<file path="src/design/cpu_pkg.sv">
`default_nettype none

package cpu_pkg;

    localparam int data_width = 8;  // Data byte
    localparam int addr_width = 16; // Bus address

    typedef logic [data_width-1:0] byte_t;
    typedef logic [addr_width-1:0] addr_t;

    localparam addr_t reset_pc     = 16'h0200; // First opcode fetch after reset
    localparam byte_t zero_page    = 8'h00;    // High address byte in zero-page cycles
    localparam byte_t reset_opcode = 8'hea;    // NOP sits in the opcode register at reset

    // Opcode field positions
    localparam int alu_op_lsb     = 5; // aaa field, opcode[7:5]
    localparam int flag_value_bit = 5; // New C value for CLC/SEC
    localparam int reg_sel_lsb    = 0; // Store register, opcode[1:0]

    // ALU operations, aaa field of the group-one opcodes
    localparam logic [2:0] op_ora = 3'd0;
    localparam logic [2:0] op_and = 3'd1;
    localparam logic [2:0] op_eor = 3'd2;
    localparam logic [2:0] op_adc = 3'd3;
    localparam logic [2:0] op_lda = 3'd5; // Operand passes through
    localparam logic [2:0] op_cmp = 3'd6; // Subtract with carry forced
    localparam logic [2:0] op_sbc = 3'd7;

    // Counter operations share the alu_op field
    localparam logic [2:0] cnt_pass = 3'd0; // TXA/TYA
    localparam logic [2:0] cnt_inc  = 3'd1; // INX/INY
    localparam logic [2:0] cnt_dec  = 3'd2; // DEX/DEY

    // One-hot cycle state
    typedef struct packed {
        logic byte1;     // Opcode fetch
        logic byte2;     // Operand or dummy fetch
        logic zeropage1; // Zero-page read or write
    } cycle_t;

    typedef struct packed {
        byte_t      opcode;    // Latched opcode
        logic       imm_alu;   // ORA/AND/EOR/ADC/CMP/SBC/CPX/CPY #
        logic       imm_load;  // LDA/LDX/LDY #
        logic       zp_read;   // Loads and ALU ops on $00
        logic       zp_store;  // STA/STX/STY $00
        logic       transfer;  // TAX/TAY/TXA/TYA
        logic       count;     // INX/INY/DEX/DEY
        logic       flag_op;   // CLC/SEC/CLV
        logic       update_a;
        logic       update_x;
        logic       update_y;
        logic       update_nz;
        logic       cmp;       // CMP/CPX/CPY
        logic       adc_sbc;
        logic       uses_x;    // X is the ALU or counter source
        logic       uses_y;    // Y is the ALU or counter source
        logic [2:0] alu_op;    // ALU or counter operation
    } decoded_t;

    // Internal data bus sources, ORed together
    typedef struct packed {
        logic data_in;
        logic alu;
        logic a;
        logic count;
    } db_sel_t;

    typedef struct packed {
        db_sel_t db;
        logic    n_db7;        // N from DB bit 7
        logic    z_dbz;        // Z from DB == 0
        logic    v_alu;
        logic    c_alu;
        logic    c_ir5;        // C from opcode bit 5
        logic    v_ir5;        // V cleared by CLV
        logic    a;            // Load A from DB
        logic    x;
        logic    y;
        logic    pc_increment;
    } ctrl_t;

    typedef struct packed {
        addr_t address;
        byte_t data_out;
        logic  write_enable;
    } bus_req_t;

    typedef struct packed {
        byte_t opcode;
        addr_t pc;
        byte_t a;
        byte_t x;
        byte_t y;
        byte_t p; // NV11_00ZC
    } debug_t;

endpackage : cpu_pkg

`default_nettype wire

</file>
<file path="src/design/instr_decode.sv">
`timescale 1ns/1ps
`default_nettype none

module instr_decode
    ( input  logic              clock,
      input  logic              reset,
      input  logic              enable,
      input  cpu_pkg::byte_t    data_in,
      input  logic              fetch,   // byte1 cycle
      output cpu_pkg::decoded_t decoded,
      output cpu_pkg::byte_t    opcode
      );

    always_ff @(posedge clock)
    begin
        if (reset)
            opcode <= cpu_pkg::reset_opcode;
        else if (enable && fetch)
            opcode <= data_in; // Held until the next byte1 ends
    end

    // Addressing and group patterns
    wire logic imm_a  = opcode ==? 8'b???_010_01; // #$00, group one
    wire logic imm_xy = opcode ==? 8'b1??_000_?0; // LDX/LDY/CPX/CPY #$00
    wire logic zp     = opcode ==? 8'b???_001_??; // $00
    wire logic ld     = opcode ==? 8'b101_???_??;
    wire logic st     = opcode ==? 8'b100_???_??;
    wire logic arith  = (opcode ==? 8'b???_???_01) & ~ld & ~st;
    wire logic cmp_a  = opcode ==? 8'b110_???_01;
    wire logic cpxy   = opcode ==? 8'b11?_000_00;

    // Implied opcodes
    wire logic tax = opcode == 8'haa;
    wire logic tay = opcode == 8'ha8;
    wire logic txa = opcode == 8'h8a;
    wire logic tya = opcode == 8'h98;
    wire logic inx = opcode == 8'he8;
    wire logic iny = opcode == 8'hc8;
    wire logic dex = opcode == 8'hca;
    wire logic dey = opcode == 8'h88;

    wire logic ld_any = (imm_a | imm_xy | zp) & ld;
    wire logic arith_any = (imm_a | zp) & arith;

    always_comb
    begin
        decoded = '0;
        decoded.opcode    = opcode;
        decoded.imm_alu   = (imm_a & arith) | cpxy;
        decoded.imm_load  = (imm_a | imm_xy) & ld;
        decoded.zp_read   = zp & (ld | arith);
        decoded.zp_store  = zp & st;
        decoded.transfer  = tax | tay | txa | tya;
        decoded.count     = inx | iny | dex | dey;
        decoded.flag_op   = (opcode ==? 8'b00?_110_00) | (opcode == 8'hb8); // CLC/SEC, CLV
        decoded.update_a  = (arith_any & ~cmp_a) | (ld_any & opcode[0]) | txa | tya;
        decoded.update_x  = (ld_any & opcode[1]) | tax | inx | dex;
        decoded.update_y  = (ld_any & (opcode[1:0] == 2'b00)) | tay | iny | dey;
        decoded.cmp       = (arith_any & cmp_a) | cpxy;
        decoded.update_nz = decoded.update_a | decoded.update_x | decoded.update_y
                          | decoded.cmp;
        decoded.adc_sbc   = arith_any & (opcode ==? 8'b?11_???_01);
        decoded.uses_x    = (cpxy & opcode[5]) | txa | inx | dex; // CPX is E0
        decoded.uses_y    = (cpxy & ~opcode[5]) | tya | iny | dey;

        // CPX opcode field reads as SBC, forced to compare
        decoded.alu_op = cpxy             ? cpu_pkg::op_cmp :
                         (inx | iny)      ? cpu_pkg::cnt_inc :
                         (dex | dey)      ? cpu_pkg::cnt_dec :
                         decoded.transfer ? cpu_pkg::cnt_pass :
                         opcode[cpu_pkg::alu_op_lsb +: 3];
    end

    // Immediate, implied and zero page never overlap
    a_one_mode: assert property (@(posedge clock) disable iff (reset)
        $onehot0({decoded.imm_alu | decoded.imm_load,
                  decoded.transfer | decoded.count | decoded.flag_op,
                  decoded.zp_read | decoded.zp_store}));

endmodule : instr_decode

`default_nettype wire

</file>
<file path="src/design/cycle_sequencer.sv">
`timescale 1ns/1ps
`default_nettype none

module cycle_sequencer
    ( input  logic               clock,
      input  logic               reset,
      input  logic               enable,
      input  cpu_pkg::decoded_t  decoded,
      input  cpu_pkg::byte_t     data_in,    // Raw bus read data
      input  cpu_pkg::addr_t     pc,
      input  cpu_pkg::byte_t     store_data,
      output cpu_pkg::bus_req_t  bus,
      output cpu_pkg::byte_t     data_reg,   // Registered read data
      output cpu_pkg::ctrl_t     ctrl,
      output cpu_pkg::cycle_t    cycle
      );

    cpu_pkg::cycle_t next_cycle;

    wire logic zp_class = decoded.zp_read | decoded.zp_store;
    wire logic implied  = ~(decoded.imm_alu | decoded.imm_load | zp_class); // 1-byte opcodes

    // Loads go straight from the data register to DB
    wire logic load = (decoded.imm_load | decoded.zp_read)
                    & (decoded.alu_op == cpu_pkg::op_lda);

    always_comb
    begin
        next_cycle = '0;
        next_cycle.byte2     = cycle.byte1;
        next_cycle.zeropage1 = cycle.byte2 & zp_class;
        next_cycle.byte1     = (cycle.byte2 & ~zp_class) | cycle.zeropage1;
    end

    always_comb
    begin
        bus.write_enable = cycle.zeropage1 & decoded.zp_store;
        bus.address = cycle.zeropage1 ? {cpu_pkg::zero_page, data_reg} : pc; // ADL from operand
        bus.data_out = bus.write_enable ? store_data : '0;
    end

    // Control word
    always_comb
    begin
        ctrl = '0;
        ctrl.pc_increment = cycle.byte1 | (cycle.byte2 & ~implied);

        // Results of the finishing instruction land in byte1
        if (cycle.byte1)
        begin
            ctrl.db.data_in = load;
            ctrl.db.alu     = (decoded.imm_alu | decoded.zp_read) & ~load;
            ctrl.db.a       = decoded.transfer & ~decoded.update_a; // TAX/TAY
            ctrl.db.count   = decoded.count | (decoded.transfer & decoded.update_a);

            ctrl.n_db7 = decoded.update_nz;
            ctrl.z_dbz = decoded.update_nz;
            ctrl.v_alu = decoded.adc_sbc;
            ctrl.c_alu = decoded.adc_sbc | decoded.cmp;
            ctrl.c_ir5 = decoded.flag_op & ~decoded.alu_op[2]; // CLC/SEC
            ctrl.v_ir5 = decoded.flag_op & decoded.alu_op[2];  // CLV is B8

            ctrl.a = decoded.update_a;
            ctrl.x = decoded.update_x;
            ctrl.y = decoded.update_y;
        end
    end

    always_ff @(posedge clock)
    begin
        if (reset)
            cycle <= '{byte1: 1'b1, default: 1'b0};
        else if (enable)
            cycle <= next_cycle;
    end

    // After a write the register reflects the byte just written
    always_ff @(posedge clock)
    begin
        if (enable)
            data_reg <= bus.write_enable ? bus.data_out : data_in;
    end

    a_cycle_onehot: assert property (@(posedge clock) disable iff (reset)
        $onehot(cycle));

    // A store frozen in zeropage1 keeps its address and data
    a_write_hold: assert property (@(posedge clock) disable iff (reset)
        bus.write_enable && !enable |=> bus.write_enable && $stable(bus));

endmodule : cycle_sequencer

`default_nettype wire

</file>
<file path="src/design/alu_unit.sv">
`timescale 1ns/1ps
`default_nettype none

module alu_unit
    ( input  cpu_pkg::byte_t    a,
      input  cpu_pkg::byte_t    x,
      input  cpu_pkg::byte_t    y,
      input  cpu_pkg::byte_t    operand,
      input  logic              carry_in,
      input  cpu_pkg::decoded_t decoded,
      output cpu_pkg::byte_t    result,
      output logic              carry_out,
      output logic              overflow_out,
      output cpu_pkg::byte_t    count
      );

    cpu_pkg::byte_t first;   // A, or X/Y for CPX/CPY
    cpu_pkg::byte_t addend;
    cpu_pkg::byte_t count_in;

    wire logic [2:0] op = decoded.alu_op;
    wire logic sub      = op[2];                // CMP and SBC subtract
    wire logic carry    = carry_in | ~op[0];    // CMP always uses C=1

    assign first  = decoded.uses_x ? x : decoded.uses_y ? y : a;
    assign addend = sub ? ~operand : operand;

    wire logic [8:0] sum = {1'b0, first} + {1'b0, addend} + 9'(carry); // Binary only

    always_comb
    begin
        case (op)
            cpu_pkg::op_ora: result = first | operand;
            cpu_pkg::op_and: result = first & operand;
            cpu_pkg::op_eor: result = first ^ operand;
            cpu_pkg::op_lda: result = operand;
            cpu_pkg::op_adc,
            cpu_pkg::op_cmp,
            cpu_pkg::op_sbc: result = sum[7:0];
            default:         result = '0; // STA slot
        endcase
    end

    assign carry_out    = sum[8];
    assign overflow_out = (first[7] ^ result[7]) & (addend[7] ^ result[7]); // Sign flip

    // Counter for transfers and INX/INY/DEX/DEY
    wire logic index_src = decoded.count | decoded.transfer;
    wire logic inc = decoded.count & (decoded.alu_op == cpu_pkg::cnt_inc);
    wire logic dec = decoded.count & (decoded.alu_op == cpu_pkg::cnt_dec);

    assign count_in = index_src ? (decoded.uses_y ? y : x) : operand;
    assign count    = count_in + {cpu_pkg::data_width{dec}} + cpu_pkg::byte_t'(inc); // Wraps

endmodule : alu_unit

`default_nettype wire

</file>
<file path="src/design/register_result.sv">
`timescale 1ns/1ps
`default_nettype none

module register_result
    ( input  logic              clock,
      input  logic              reset,
      input  logic              enable,
      input  cpu_pkg::ctrl_t    ctrl,
      input  cpu_pkg::decoded_t decoded,
      input  cpu_pkg::byte_t    data_in,      // Registered read data
      input  cpu_pkg::byte_t    alu_result,
      input  logic              alu_carry,
      input  logic              alu_overflow,
      input  cpu_pkg::byte_t    count,
      output cpu_pkg::byte_t    a,
      output cpu_pkg::byte_t    x,
      output cpu_pkg::byte_t    y,
      output logic              carry,
      output cpu_pkg::byte_t    store_data,
      output cpu_pkg::addr_t    pc,
      output cpu_pkg::debug_t   debug
      );

    cpu_pkg::byte_t db; // Internal data bus
    logic flag_n;
    logic flag_v;
    logic flag_z;
    logic flag_c;

    assign db = (ctrl.db.data_in ? data_in    : '0)
              | (ctrl.db.alu     ? alu_result : '0)
              | (ctrl.db.a       ? a          : '0)
              | (ctrl.db.count   ? count      : '0);

    always_ff @(posedge clock)
    begin
        if (reset)
        begin
            a      <= '0;
            x      <= '0;
            y      <= '0;
            flag_n <= 1'b0;
            flag_v <= 1'b0;
            flag_z <= 1'b0;
            flag_c <= 1'b0;
            pc     <= cpu_pkg::reset_pc;
        end
        else if (enable)
        begin
            if (ctrl.a)
                a <= db;
            if (ctrl.x)
                x <= db;
            if (ctrl.y)
                y <= db;
            if (ctrl.n_db7)
                flag_n <= db[7];
            if (ctrl.z_dbz)
                flag_z <= (db == '0);
            if (ctrl.v_ir5)
                flag_v <= 1'b0; // CLV only ever clears V
            else if (ctrl.v_alu)
                flag_v <= alu_overflow;
            if (ctrl.c_ir5)
                flag_c <= decoded.opcode[cpu_pkg::flag_value_bit]; // SEC sets, CLC clears
            else if (ctrl.c_alu)
                flag_c <= alu_carry;
            pc <= pc + cpu_pkg::addr_t'(ctrl.pc_increment);
        end
    end

    assign carry = flag_c;

    // STY 84, STA 85, STX 86
    always_comb
    begin
        case (decoded.opcode[cpu_pkg::reg_sel_lsb +: 2])
            2'b00:   store_data = y;
            2'b10:   store_data = x;
            default: store_data = a;
        endcase
    end

    always_comb
    begin
        debug.opcode = decoded.opcode;
        debug.pc     = pc;
        debug.a      = a;
        debug.x      = x;
        debug.y      = y;
        debug.p      = {flag_n, flag_v, 2'b11, 2'b00, flag_z, flag_c}; // B and bit 5 read as 1
    end

endmodule : register_result

`default_nettype wire

</file>
<file path="src/design/cpu_top.sv">
`timescale 1ns/1ps
`default_nettype none

module cpu_top
    ( input  logic              clock,
      input  logic              reset,
      input  logic              enable,
      input  cpu_pkg::byte_t    data_in,
      output cpu_pkg::bus_req_t bus,
      output logic              sync,
      output cpu_pkg::debug_t   debug
      );

    cpu_pkg::decoded_t decoded;
    cpu_pkg::cycle_t   cycle;
    cpu_pkg::ctrl_t    ctrl;
    cpu_pkg::byte_t    data_reg;
    cpu_pkg::addr_t    pc;
    cpu_pkg::byte_t    store_data;
    cpu_pkg::byte_t    a;
    cpu_pkg::byte_t    x;
    cpu_pkg::byte_t    y;
    logic              carry;
    cpu_pkg::byte_t    alu_result;
    logic              alu_carry;
    logic              alu_overflow;
    cpu_pkg::byte_t    count;

    instr_decode u_decode
        ( .clock(clock), .reset(reset), .enable(enable), .data_in(data_in),
          .fetch(cycle.byte1), .decoded(decoded), .opcode() );

    cycle_sequencer u_sequencer
        ( .clock(clock), .reset(reset), .enable(enable), .decoded(decoded),
          .data_in(data_in), .pc(pc), .store_data(store_data), .bus(bus),
          .data_reg(data_reg), .ctrl(ctrl), .cycle(cycle) );

    alu_unit u_alu
        ( .a(a), .x(x), .y(y), .operand(data_reg), .carry_in(carry), .decoded(decoded),
          .result(alu_result), .carry_out(alu_carry), .overflow_out(alu_overflow),
          .count(count) );

    register_result u_result
        ( .clock(clock), .reset(reset), .enable(enable), .ctrl(ctrl), .decoded(decoded),
          .data_in(data_reg), .alu_result(alu_result), .alu_carry(alu_carry),
          .alu_overflow(alu_overflow), .count(count), .a(a), .x(x), .y(y), .carry(carry),
          .store_data(store_data), .pc(pc), .debug(debug) );

    assign sync = cycle.byte1; // Opcode fetch

endmodule : cpu_top

`default_nettype wire

</file>
<file path="config.mk">
export PLATFORM = sky130hd
export DESIGN_NAME = cpu_top
export DESIGN_NICKNAME = d
export VERILOG_FILES = /design/src/design/cpu_pkg.sv /design/src/design/instr_decode.sv /design/src/design/cycle_sequencer.sv /design/src/design/alu_unit.sv /design/src/design/register_result.sv /design/src/design/cpu_top.sv
export SDC_FILE = /design/constraint.sdc
export NUM_CORES = 1
export LEC_CHECK = 0
export BUFFER_PORTS_ARGS = -buffer_cell sky130_fd_sc_hd__buf_2
export CAP_MARGIN = 10
export CORE_AREA = 10 10 154 85
export CTS_BUF_LIST = sky130_fd_sc_hd__clkbuf_2
export DETAILED_ROUTE_END_ITERATION = 16
export DIE_AREA = 0 0 164 95
export HOLD_SLACK_MARGIN = 0.1
export PLACE_DENSITY_LB_ADDON = 0.2
export SYNTH_ARGS = -nofsm -noshare
export SYNTH_HDL_FRONTEND = slang
export SYNTH_SLANG_ARGS = --single-unit
</file>
<file path="constraint.sdc">
create_clock -name clock -period 4.4 [get_ports clock]
set_input_delay 0.66 -clock clock [delete_from_list [all_inputs] [get_ports clock]]
set_output_delay 0.66 -clock clock [all_outputs]
set_load 0.03 [all_outputs]
</file>
# == Yosys cells after proc, flatten, opt, wreduce, memory -nomap -nowiden ==
# Cells that the tools add are included.
# Widths: inputs -> output; s select.
# classes
n_reduce_logical,14
muxes,23
n_eq_ne,26
n_addsub,5
n_bitwise,90
# ops
operator,count
$mux 8,11
$eq 8x8->1 const B,9
$or 1x1->1,43
$pmux 8 s5,1
$or 8x8->8,4
$and 1x1->1,29
$add 16x1->16,1
$mux 16,1
$pmux 8 s2,1
$eq 3x3->1 const B,5
$reduce_and 2->1,7
$mux 13,1
$mux 3,4
$eq 5x5->1 const B,2
$add 8x8->9,1
$add 9x1->9,1
$not 1->1,9
$add 8x1->8,1
$add 8x8->8,1
$and 8x8->8,1
$logic_not 8->1,1
$not 8->8,1
$xor 8x8->8,1
$eq 7x5->1 const B,1
14 further kinds,21
# totals
in_bits,11
register_bits,63
out_inout_bits,82

# == Longest topological paths before layout ==
# Gate-level depths: netlist (run 1).
# logic_depth
depth_word,18
mapped_depth,19

# == Hierarchy ==
# Synthesis (run 1) repeated with hierarchy kept, for this count alone.
# unflattened
cells_unflattened,724
hier_area_um2,5880.6
# by_module_without_submodules
module,cells_each,n_inst,area_each_um2
register_result,290,1,2477.4
alu_unit,237,1,1795.5
instr_decode,120,1,827.0
cycle_sequencer,77,1,780.7

# == Least setup slack after synthesis (run 1) ==
# No wires, ideal clock.
# synth_timing
path_type,reg-to-reg
from,reg u_decode.opcode[7]
to,reg u_result.flag_z
synth_period_minus_slack_ps,4894
slack_ps,-494
arrival_ps,4807
path_stages_with_launch,18
setup_time_ps,87
cell_sequence,dfxtp_1 or4b_4 a2111oi_4 clkbuf_1 mux2i_1 nor2_1 a21o_1 fa_1 inv_1 fa_1 nor2b_1 o22ai_1 xnor2_1 a222oi_1 nor2_1 nor4bb_1 nand4_1 o31ai_1
# synth_via
elab_chain_len,18
elab_cells_between_ends,109
cone_classes,4 x add/sub; 19 x eq/ne; 15 x mux; 67 x bitwise; 4 x reduce/logical
# synth_rtl
item,line,rtl
from (decl),instr_decode.sv:11,output cpu_pkg::byte_t opcode
from (signal assigned),instr_decode.sv:17,opcode <= cpu_pkg::reset_opcode;
from (signal assigned),instr_decode.sv:19,opcode <= data_in;
"parallel branches: the longest is 18 deep, another holds $add 8x8->9",-,
to (signal assigned),register_result.sv:59,flag_z <= (db == '0);
to (decl),register_result.sv:27,logic flag_z;
# Several ways; the timed one is not identified.
# A chain may end at the register's enable or synchronous reset.

# == Final worst setup path (run 1) ==
# layout_timing
from,reg u_decode.opcode[1]
to,reg u_result.flag_z
# The elaborated chain is that of the path after synthesis.

==> flow_summary.ini, run 1 <==
[clocking]
cts_tree = yes
cts_root_buf = clkbuf_2
cts_sinks = 63
clk_latency_ns = 0.54
clockBufferDepth = 2
path_clk_slew_ns = 0.23
htreeDepth = 3
cts_made_buffers = 9

[pwr]
swShare_pct = 42.2
clkPwrFrac_pct = 21.1
pwr-share-comb_pct = 38.0
seqPwrFrac_pct = 41.0
net-switching-power_uw = 676
ir_drop_mv = 0.153
p_per_area_nw_per_um2 = 265
p_int_uw = 924
power.leakage_uw = 0.00276

[finish]
drive_gt1_share_pct = 25.0
largest_register = u_result.pc
final_cell_area_um2 = 6040
fillers = 1010
instances_no_fill = 881
layout.nets = 777
area_growth_pct = 19.3
largest_register_ffs = 16
n_antenna_cell = 0

[worst_setup_path]
cp_max_fo = 7
worstSetupEndpointType = flop
crit_chain = or4b_4 -> a2111oi_4 -> buf_6 -> mux2i_1 -> nor2_1 -> a21o_1 -> ha_4 -> o21ai_0 -> o21bai_1 -> a21oi_1 -> xnor2_1 -> a222oi_1 -> o2111a_1 -> nand4_1 -> o31ai_1
path_class = flop to flop
arrival_ns = 4.78
cp.required_ns = 4.88
critPathBufInv = 1
cp_top_family = compound AO/OA/AOI/OAI gates
cp_slowest_cell = or4b_4
slowest_delay_ns = 0.55
start_kind = flop

[routing]
drt_iter0_drc = 618
viasPerCell = 6.01
routed-via-count = 5299
routed_wirelength_mm = 19.1
firstDrtPassIters = 5
routedWlPerCell_um = 21.7
post-route-drc-count = 0
antenna_left = 0

[floorplanning]
fp.dieW_um = 164
fp.dieH_um = 95
dieArea_um2 = 15600
placementRows = 27
start_util_pct = 48.0
core-area_um2 = 10500
io_pins = 93

[yosys]
yosys.cell_types.count = 64
async_flop_share_pct = 0
postSynthAreaPerCell_um2 = 7.97
synth-seq-cells = 63
syn_area_um2 = 5060
ys.flop_type = dfxtp_1
synth_edf_count = 8
ys_warn_count = 0
synthCells = 635
synth.yosys.seq_area_share_pct = 26.5

[sta]
worst_slew_pin_slew_ns = 1.05
clock.fmax_mhz = 232
final-setup-viol-count = 0
max-slew-margin-rel_pct = 30.0
setup_tns_ns = 0
post-route-min-period_ns = 4.30
slew_viol_final = 0
hold_viol = 0
min_period_over_period_pct = 97.8
grt_setup_unrepaired = yes
fin_ws_ns = 0.0964
clock-skew-final_ns = 0.0447

[place]
port_buffers = 88
dpl-instance-area_um2 = 5760
dp.cells = 858
hpwl_mm = 14.9
globalplace.congestion = 1.02
pre_cts_ws_ns = -0.0454

[flow_run]
drv_cap = 0

[grt]
grt_pass1_wl_mm = 28.2
grt_max_degree = 57
grt_pass1_vias = 4740
overflow = 0
grt_usage_pct = 23.4
antenna_found_initial = 0

[min_path]
min_path_type = input pin to flop

[run_status]
status = complete, no violations
==> per-layer routing <==
| layer | vias to the layer above | global-route usage (%) | routed length, um |
|---|---|---|---|
| li1 | 2460 | - | - |
| met1 | 2495 | 35.7 | 8850 |
| met2 | 330 | 29.9 | 7320 |
| met3 | 14 | 9.47 | 2870 |
| met4 | 0 | 3.18 | 102 |
| met5 | - | 0 | 0 |
==> worst register-to-register path, cell delays in order, from the launching register on <==
cell	delay (ns)
dfxtp_1	0.39
or4b_4	0.55
a2111oi_4	0.48
buf_6	0.20
mux2i_1	0.20
nor2_1	0.06
a21o_1	0.23
ha_4	0.33
o21ai_0	0.09
o21bai_1	0.28
a21oi_1	0.14
xnor2_1	0.14
a222oi_1	0.41
o2111a_1	0.39
nand4_1	0.15
o31ai_1	0.22
==> through the flow <==
| step | total power (uW) | hold slack [ns] | utilization, % |
|---|---|---|---|
| after detailed placement | 1220 | 0.523 | 54.7 |
| after global placement | 1210 | 0.501 | 54.7 |
| after floorplan | 1050 | 0.460 | - |
| after global routing | 1680 | 0.298 | 57.3 |
| after CTS | 1560 | 0.306 | 55.9 |
| final | 1600 | 0.337 | 57.3 |
==> cells by family (layout without fill, tap and decap cells) <==
group	count (synthesis)	after routing	synth area share (%)
flops	63	63	26.5
simple gates	216	216	21.2
other cells	2	4	0.148
buf+inv	88	187	7.14
mux	35	35	7.17
compound gates	163	163	22.8
fa+ha+maj	35	35	9.25
xor+xnor	33	33	5.71
==> cells in the final DEF, fill, tap and decap left out, drive strengths merged, types with 15 or more instances in the layout <==
master / n
a211oi: 38
nor2: 85
ha: 31
mux2i: 25
o21ai: 15
a21o: 18
buf: 128
nand2: 35
nor2b: 17
dfxtp: 55
inv: 46
a21oi: 39
xnor2: 19
==> final timing paths <==
path,from,to,slack [ns],cells past startpoint
setup / recovery,u_decode.opcode[1],u_result.flag_z,0.1,15
hold reg to reg,u_result.pc[15],u_result.pc[15],0.56,2
setup reg to reg,u_decode.opcode[1],u_result.flag_z,0.1,15
hold / removal,data_in[7],u_decode.opcode[7],0.34,3
==> synth_stat cells, types with 3 or more instances <==
cell type	number	area share [%]
edfxtp_1	8	4.7
fa_1	4	1.6
and4_1	4	0.69
a31oi_1	5	0.62
a2111oi_0	5	0.87
a211oi_1	38	5.6
nand2_1	35	2.6
nand2b_1	13	1.6
xor2_1	14	2.4
dfxtp_1	55	22
xnor2_1	19	3.3
inv_1	43	3.2
a221oi_1	3	0.52
o211ai_1	3	0.44
nand3_1	11	1.1
nor2_1	85	6.3
ha_1	31	7.7
nand3b_1	7	1.0
a222oi_1	6	1.2
nor2b_1	17	2.1
or3_1	5	0.62
mux2i_1	25	4.9
nand4_1	4	0.49
clkbuf_1	31	2.3
buf_1	5	0.37
o31ai_1	3	0.44
buf_4	8	1.2
nor3_1	10	0.99
o21ai_0	13	1.3
and3_1	9	1.1
mux2_2	10	2.2
or2_2	3	0.37
o21a_1	3	0.44
a21o_1	18	2.7
a21oi_1	39	3.9
or4_1	3	0.44
==> power by group through the flow <==
| stage | clock, uW | sequential, uW | combinational [uW] |
|---|---|---|---|
| detailed placement | 0 | 664 | 554 |
| CTS | 343 | 653 | 564 |
| floorplan | 0 | 677 | 371 |
| global placement | 0 | 664 | 543 |
| global route | 365 | 659 | 654 |
| finish | 337 | 656 | 607 |
==> what timing repair did <==
action | 4_1_cts | 5_1_grt
buffers inserted | 2 | 5
pin swaps | 2 | 8
cloned | 0 | 0
hold buffers | 0 | 0
hold endpoints to repair | 0 | 0
setup endpoints to repair | 5 | 18
gates resized for setup | 3 | 19
==> layout make-up <==
cell class,instances,area [um2],share of cell area [%]
inverter,43,161,2.67
clock inverter,7,53.8,0.891
multi-input combinational,486,3510,58.1
clock buffer,9,45.0,0.746
timing repair buffer,128,744,12.3
sequential,63,1350,22.3
tap,145,181,3.00
(Power assumes the default switching activity.)
==> run 2, diff against run 1 <==
- clock period: 4.4 -> 3.6 ns (I/O delays scaled with it)
==> flow_summary.ini, run 2 (synthesized netlist as in run 1, its figures left out) <==
[grt]
overflow = 0
grt_use_met2_pct = 33.3
use_met3_pct = 10.1
antenna_found_initial = 0
met1_usage_pct = 36.7
grt_pass1_wl_mm = 30.1
grt-busiest-layer = met1
grt_max_degree = 57
grt_usage_pct = 25.0
grt_pass1_vias = 5185

[clocking]
clockBufferDepth = 2
cts_root_buf = clkbuf_2
clk_latency_ns = 0.53
cts_sinks = 63
htreeDepth = 3
ctsHoldBuffers = 0
path_clk_slew_ns = 0.23
cts_tree = yes
cts_made_buffers = 9

[sta]
max-slew-margin-rel_pct = 20.3
clock.fmax_mhz = 242
final-setup-viol-count = 25
post-route-min-period_ns = 4.13
clock-skew-final_ns = 0.0471
slew_viol_final = 0
grt_setup_unrepaired = yes
fin_hold_ws_ns = 0.240
min_period_over_period_pct = 115
fin_ws_ns = -0.525
worst_slew_pin_slew_ns = 1.20
hold_viol = 0
setup_tns_ns = -8.04

[floorplanning]
start_util_pct = 48.0
io_pins = 93
fp.dieW_um = 164
fp.dieH_um = 95
placementRows = 27
dieArea_um2 = 15600
core-area_um2 = 10500

[place]
globalplace.congestion = 1.02
port_buffers = 88
hpwl_mm = 15.8
pre_cts_ws_ns = -0.634
dp.cells = 915

[finish]
largest_register_ffs = 16
n_antenna_cell = 0
final_common_cell = buf_4
area_growth_pct = 34.1
layout_common_cells = buf_4 (93), buf_2 (88), nor2_1 (83), dfxtp_1 (51), inv_1 (41)
largest_register = u_result.pc
drive_gt1_share_pct = 35.8
instances_no_fill = 942
layout.nets = 838

[routing]
routed_wirelength_mm = 20.8
routedWlPerCell_um = 22.1
routed-via-count = 5770
post-route-drc-count = 0
antenna_left = 0
drt_iter0_drc = 678
firstDrtPassIters = 6
viasPerCell = 6.13

[worst_setup_path]
start_kind = flop
slowest_delay_ns = 0.57
worstSetupEndpointType = flop
crit_chain = or4b_4 -> a2111oi_4 -> buf_4 -> buf_4 -> mux2i_1 -> nor2_1 -> a21o_1 -> ha_1 -> o21ai_0 -> o21bai_2 -> a21oi_2 -> xnor2_1 -> a222oi_1 -> o2111a_2 -> nand4_1 -> o31ai_1
cp_common_cell = buf_4
cp.required_ns = 4.06
cp_max_fo = 5
path_class = flop to flop
cp_slowest_cell = or4b_4
arrival_ns = 4.59

[min_path]
min_path_type = input pin to flop

[run_status]
failed_checks = setup timing
status = complete, but fails checks

[flow_run]
drv_cap = 0

[pwr]
finalPower_uw = 2110
ir_drop_mv = 0.250
power.leakage_uw = 0.00314
p_per_area_nw_per_um2 = 311
==> run 2: cell count changes in the layout (fill, tap and decap cells not counted), sizes merged <==
cell,previous run,this run
clkinvlp,1,0
buf,128,189
clkbuf,9,10
==> run 2: timing repair <==
item | CTS | global route
setup endpoints to repair | 25 | 28
resized for setup | 29 | 41
pin swaps | 30 | 14
setup buffers | 12 | 4
==> run 2: cell type report <==
type	instances	area, um2
clock inverter	6	33.8
inverter	43	164
fill	943	3750
sequential	63	1350
timing repair buffer	189	1230
clock buffer	10	50.0
multi-input combinational	486	3780
tap	145	181
==> run 2: routing by layer <==
| layer | up-vias | wire [um] |
|---|---|---|
| li1 | 2575 | - |
| met1 | 2755 | 9310 |
| met2 | 399 | 8190 |
| met3 | 41 | 2970 |
| met4 | 0 | 335 |
| met5 | - | 0 |
==> run 2: stage by stage <==
step / instance area [um2] / utilization [%]
finish: 6790 / 64.4
detailed placement: 6270 / 59.4
global route: 6790 / 64.4
CTS: 6570 / 62.3
global placement: 6270 / 59.4
floorplan: 5190 / -
==> run 2: path summary, 6_finish.rpt <==
check,startpoint,end,slack (ns),depth (start not counted)
worst max-delay path,u_decode.opcode[0],u_result.flag_z,-0.53,16
worst min-delay path,data_in[2],u_decode.opcode[2],0.24,3
worst max register to register,u_decode.opcode[0],u_result.flag_z,-0.53,16
worst min register to register,u_decode.opcode[2],u_decode.opcode[2],0.52,2
==> run 2: critical path, delay by kind of cell, from the launching register on <==
kind / cells / cell delay [ns]
AO/OA/AOI/OAI: 8 / 1.94
AND/OR/NAND/NOR: 3 / 0.80
flip-flops: 1 / 0.37
buffers and inverters: 2 / 0.32
adder cells (fa/ha/maj): 1 / 0.31
multiplexers: 1 / 0.22
XOR/XNOR: 1 / 0.13
==> run 2: power by group <==
group,switching [uW],internal (uW),total [uW]
Clock,306,92.4,398
Sequential,51.3,744,795
Combinational,522,394,916
Total,879,1230,2110
==> run 3, diff against run 2 <==
- GPL_TIMING_DRIVEN: unset -> 0
- PLACE_DENSITY: unset -> 0.74
- PLACE_DENSITY_LB_ADDON: 0.2 -> unset
==> flow_summary.ini, run 3 (synthesized netlist as in run 1, its figures left out) <==
[pwr]
seqPwrFrac_pct = 36.7
net-switching-power_uw = 861
swShare_pct = 39.7
p_per_area_nw_per_um2 = 329
clkPwrFrac_pct = 24.3
ir_drop_mv = 0.186
pwr-share-comb_pct = 39.0
p_int_uw = 1310
power.leakage_uw = 0.00296

[place]
globalplace.congestion = 1.04
dp.cells = 870
hpwl_mm = 15.7
port_buffers = 88

[sta]
fin_hold_ws_ns = 0.262
fin_ws_ns = -0.780
clock.fmax_mhz = 228
final-setup-viol-count = 26
worst_slew_pin_slew_ns = 1.31
setup_tns_ns = -13.70
post-route-min-period_ns = 4.38
hold_viol = 0
grt_setup_unrepaired = yes
max-slew-margin-rel_pct = 12.1
min_period_over_period_pct = 122
slew_viol_final = 0
clock-skew-final_ns = 0.0395

[finish]
layout_common_cells = buf_2 (90), nor2_1 (84), dfxtp_1 (50), inv_1 (42)
final_core_utilization_pct = 62.5
fillers = 936
area_growth_pct = 30.3
drive_gt1_share_pct = 30.9
final_common_cell = buf_2
largest_register = u_result.pc
multiInputGateArea_um2 = 3800
instances_no_fill = 916
ff_latch_area_um2 = 1360
largest_register_ffs = 16
layout.nets = 812
n_antenna_cell = 0

[grt]
grt_pass1_vias = 5142
grt_usage_pct = 24.7
grt_pass1_wl_mm = 29.7
overflow = 0
antenna_found_initial = 0
grt_max_degree = 13

[clocking]
htreeDepth = 3
path_clk_slew_ns = 0.22
cts_tree = yes
clk_latency_ns = 0.53
cts_made_buffers = 9
clockBufferDepth = 2
cts_sinks = 63
cts_root_buf = clkbuf_2

[routing]
firstDrtPassIters = 9
viasPerCell = 6.14
drt_iter0_drc = 670
post-route-drc-count = 0
routed-via-count = 5624
antenna_left = 0
routedWlPerCell_um = 22.4
routed_wirelength_mm = 20.5

[floorplanning]
dieArea_um2 = 15600
fp.dieW_um = 164
fp.dieH_um = 95
placementRows = 27
core-area_um2 = 10500
start_util_pct = 48.0
io_pins = 93

[worst_setup_path]
cp_max_fo = 5
crit_chain = or4b_4 -> or3_4 -> a31oi_4 -> buf_8 -> nor2_4 -> a21o_4 -> fa_2 -> a211oi_2 -> o21bai_2 -> a2111oi_2 -> nor3_1 -> xor2_1 -> a221oi_4 -> o21ai_2 -> o31ai_1
arrival_ns = 4.84
path_class = flop to flop
cp_slowest_cell = or4b_4
start_kind = flop
slowest_delay_ns = 0.56
r2r-start = u_decode.opcode[1]
worstSetupEndpointType = flop
cp-startpoint = u_decode.opcode[1]
cp.required_ns = 4.06

[min_path]
worstHoldStart = data_in[7]
min_path_type = input pin to flop

[flow_run]
drv_cap = 0

[run_status]
failed_checks = setup timing
status = complete, but fails checks
run 3: changes by cell type in the layout (fill, tap and decap cells not counted), sizes merged:
cell,before,now
buf,189,134
clkbuf,10,38
bufinv,0,2
clkinv,3,2
clkinvlp,0,1
inv,46,45
run 3: final cells by class:
cell class / instances / area share, %
multi-input combinational: 486 / 57.7
sequential: 63 / 20.6
timing repair buffer: 121 / 10.8
buffer: 42 / 3.57
tap: 145 / 2.75
inverter: 43 / 2.45
clock inverter: 7 / 1.44
clock buffer: 9 / 0.683
run 3: power by group through the flow:
| stage | clock, uW | combinational, uW | sequential [uW] |
|---|---|---|---|
| 2_1_floorplan | 0 | 467 | 827 |
| 3_3_place_gp | 0 | 663 | 802 |
| 3_5_place_dp | 0 | 680 | 805 |
| 4_1_cts | 522 | 757 | 788 |
| 5_1_grt | 548 | 901 | 797 |
| 6_report | 526 | 846 | 795 |
run 3: through the flow:
stage          total power, uW  worst slack [ns]  area (um2)
2_1_floorplan             1290            -0.633        5190
3_3_place_gp              1460             -1.47        5810
3_5_place_dp              1480             -1.60        5810
4_1_cts                   2070            -0.695        6290
5_1_grt                   2250            -0.884        6590
6_report                  2170            -0.780        6590
run 3: worst paths after layout:
check,endpoint,slack (ns),cells past startpoint
worst max-delay path,u_result.flag_z,-0.78,15
worst min-delay path,u_decode.opcode[7],0.26,3
worst max register to register,u_result.flag_z,-0.78,15
worst min register to register,u_result.flag_z,0.53,2
run 3: per-layer routing:
| metal | vias to the layer above | part of all wire [%] | track usage, % |
|---|---|---|---|
| met5 | - | 0 | 0 |
| met4 | 0 | 1.4 | 4.96 |
| met3 | 30 | 15 | 9.51 |
| met2 | 410 | 38 | 31.4 |
| met1 | 2652 | 46 | 37.5 |
| li1 | 2532 | - | - |
run 3: what timing repair did:
item / 4_1_cts / 5_1_grt
pin swaps: 28 / 33
hold buffers: 0 / 0
gates resized for setup: 46 / 42
gates cloned: 0 / 0
endpoints found under the setup margin: 34 / 31
buffers inserted: 18 / 16
hold endpoints to repair: 0 / 0
run 3: critical path: cells and delay by family (launching register included):
family                   cells  cell delay (ns)
XOR/XNOR                     1             0.18
adder cells (fa/ha/maj)      1             0.39
flip-flops                   1             0.41
buffers and inverters        1             0.16
AO/OA/AOI/OAI                8             2.10
AND/OR/NAND/NOR              4             1.11
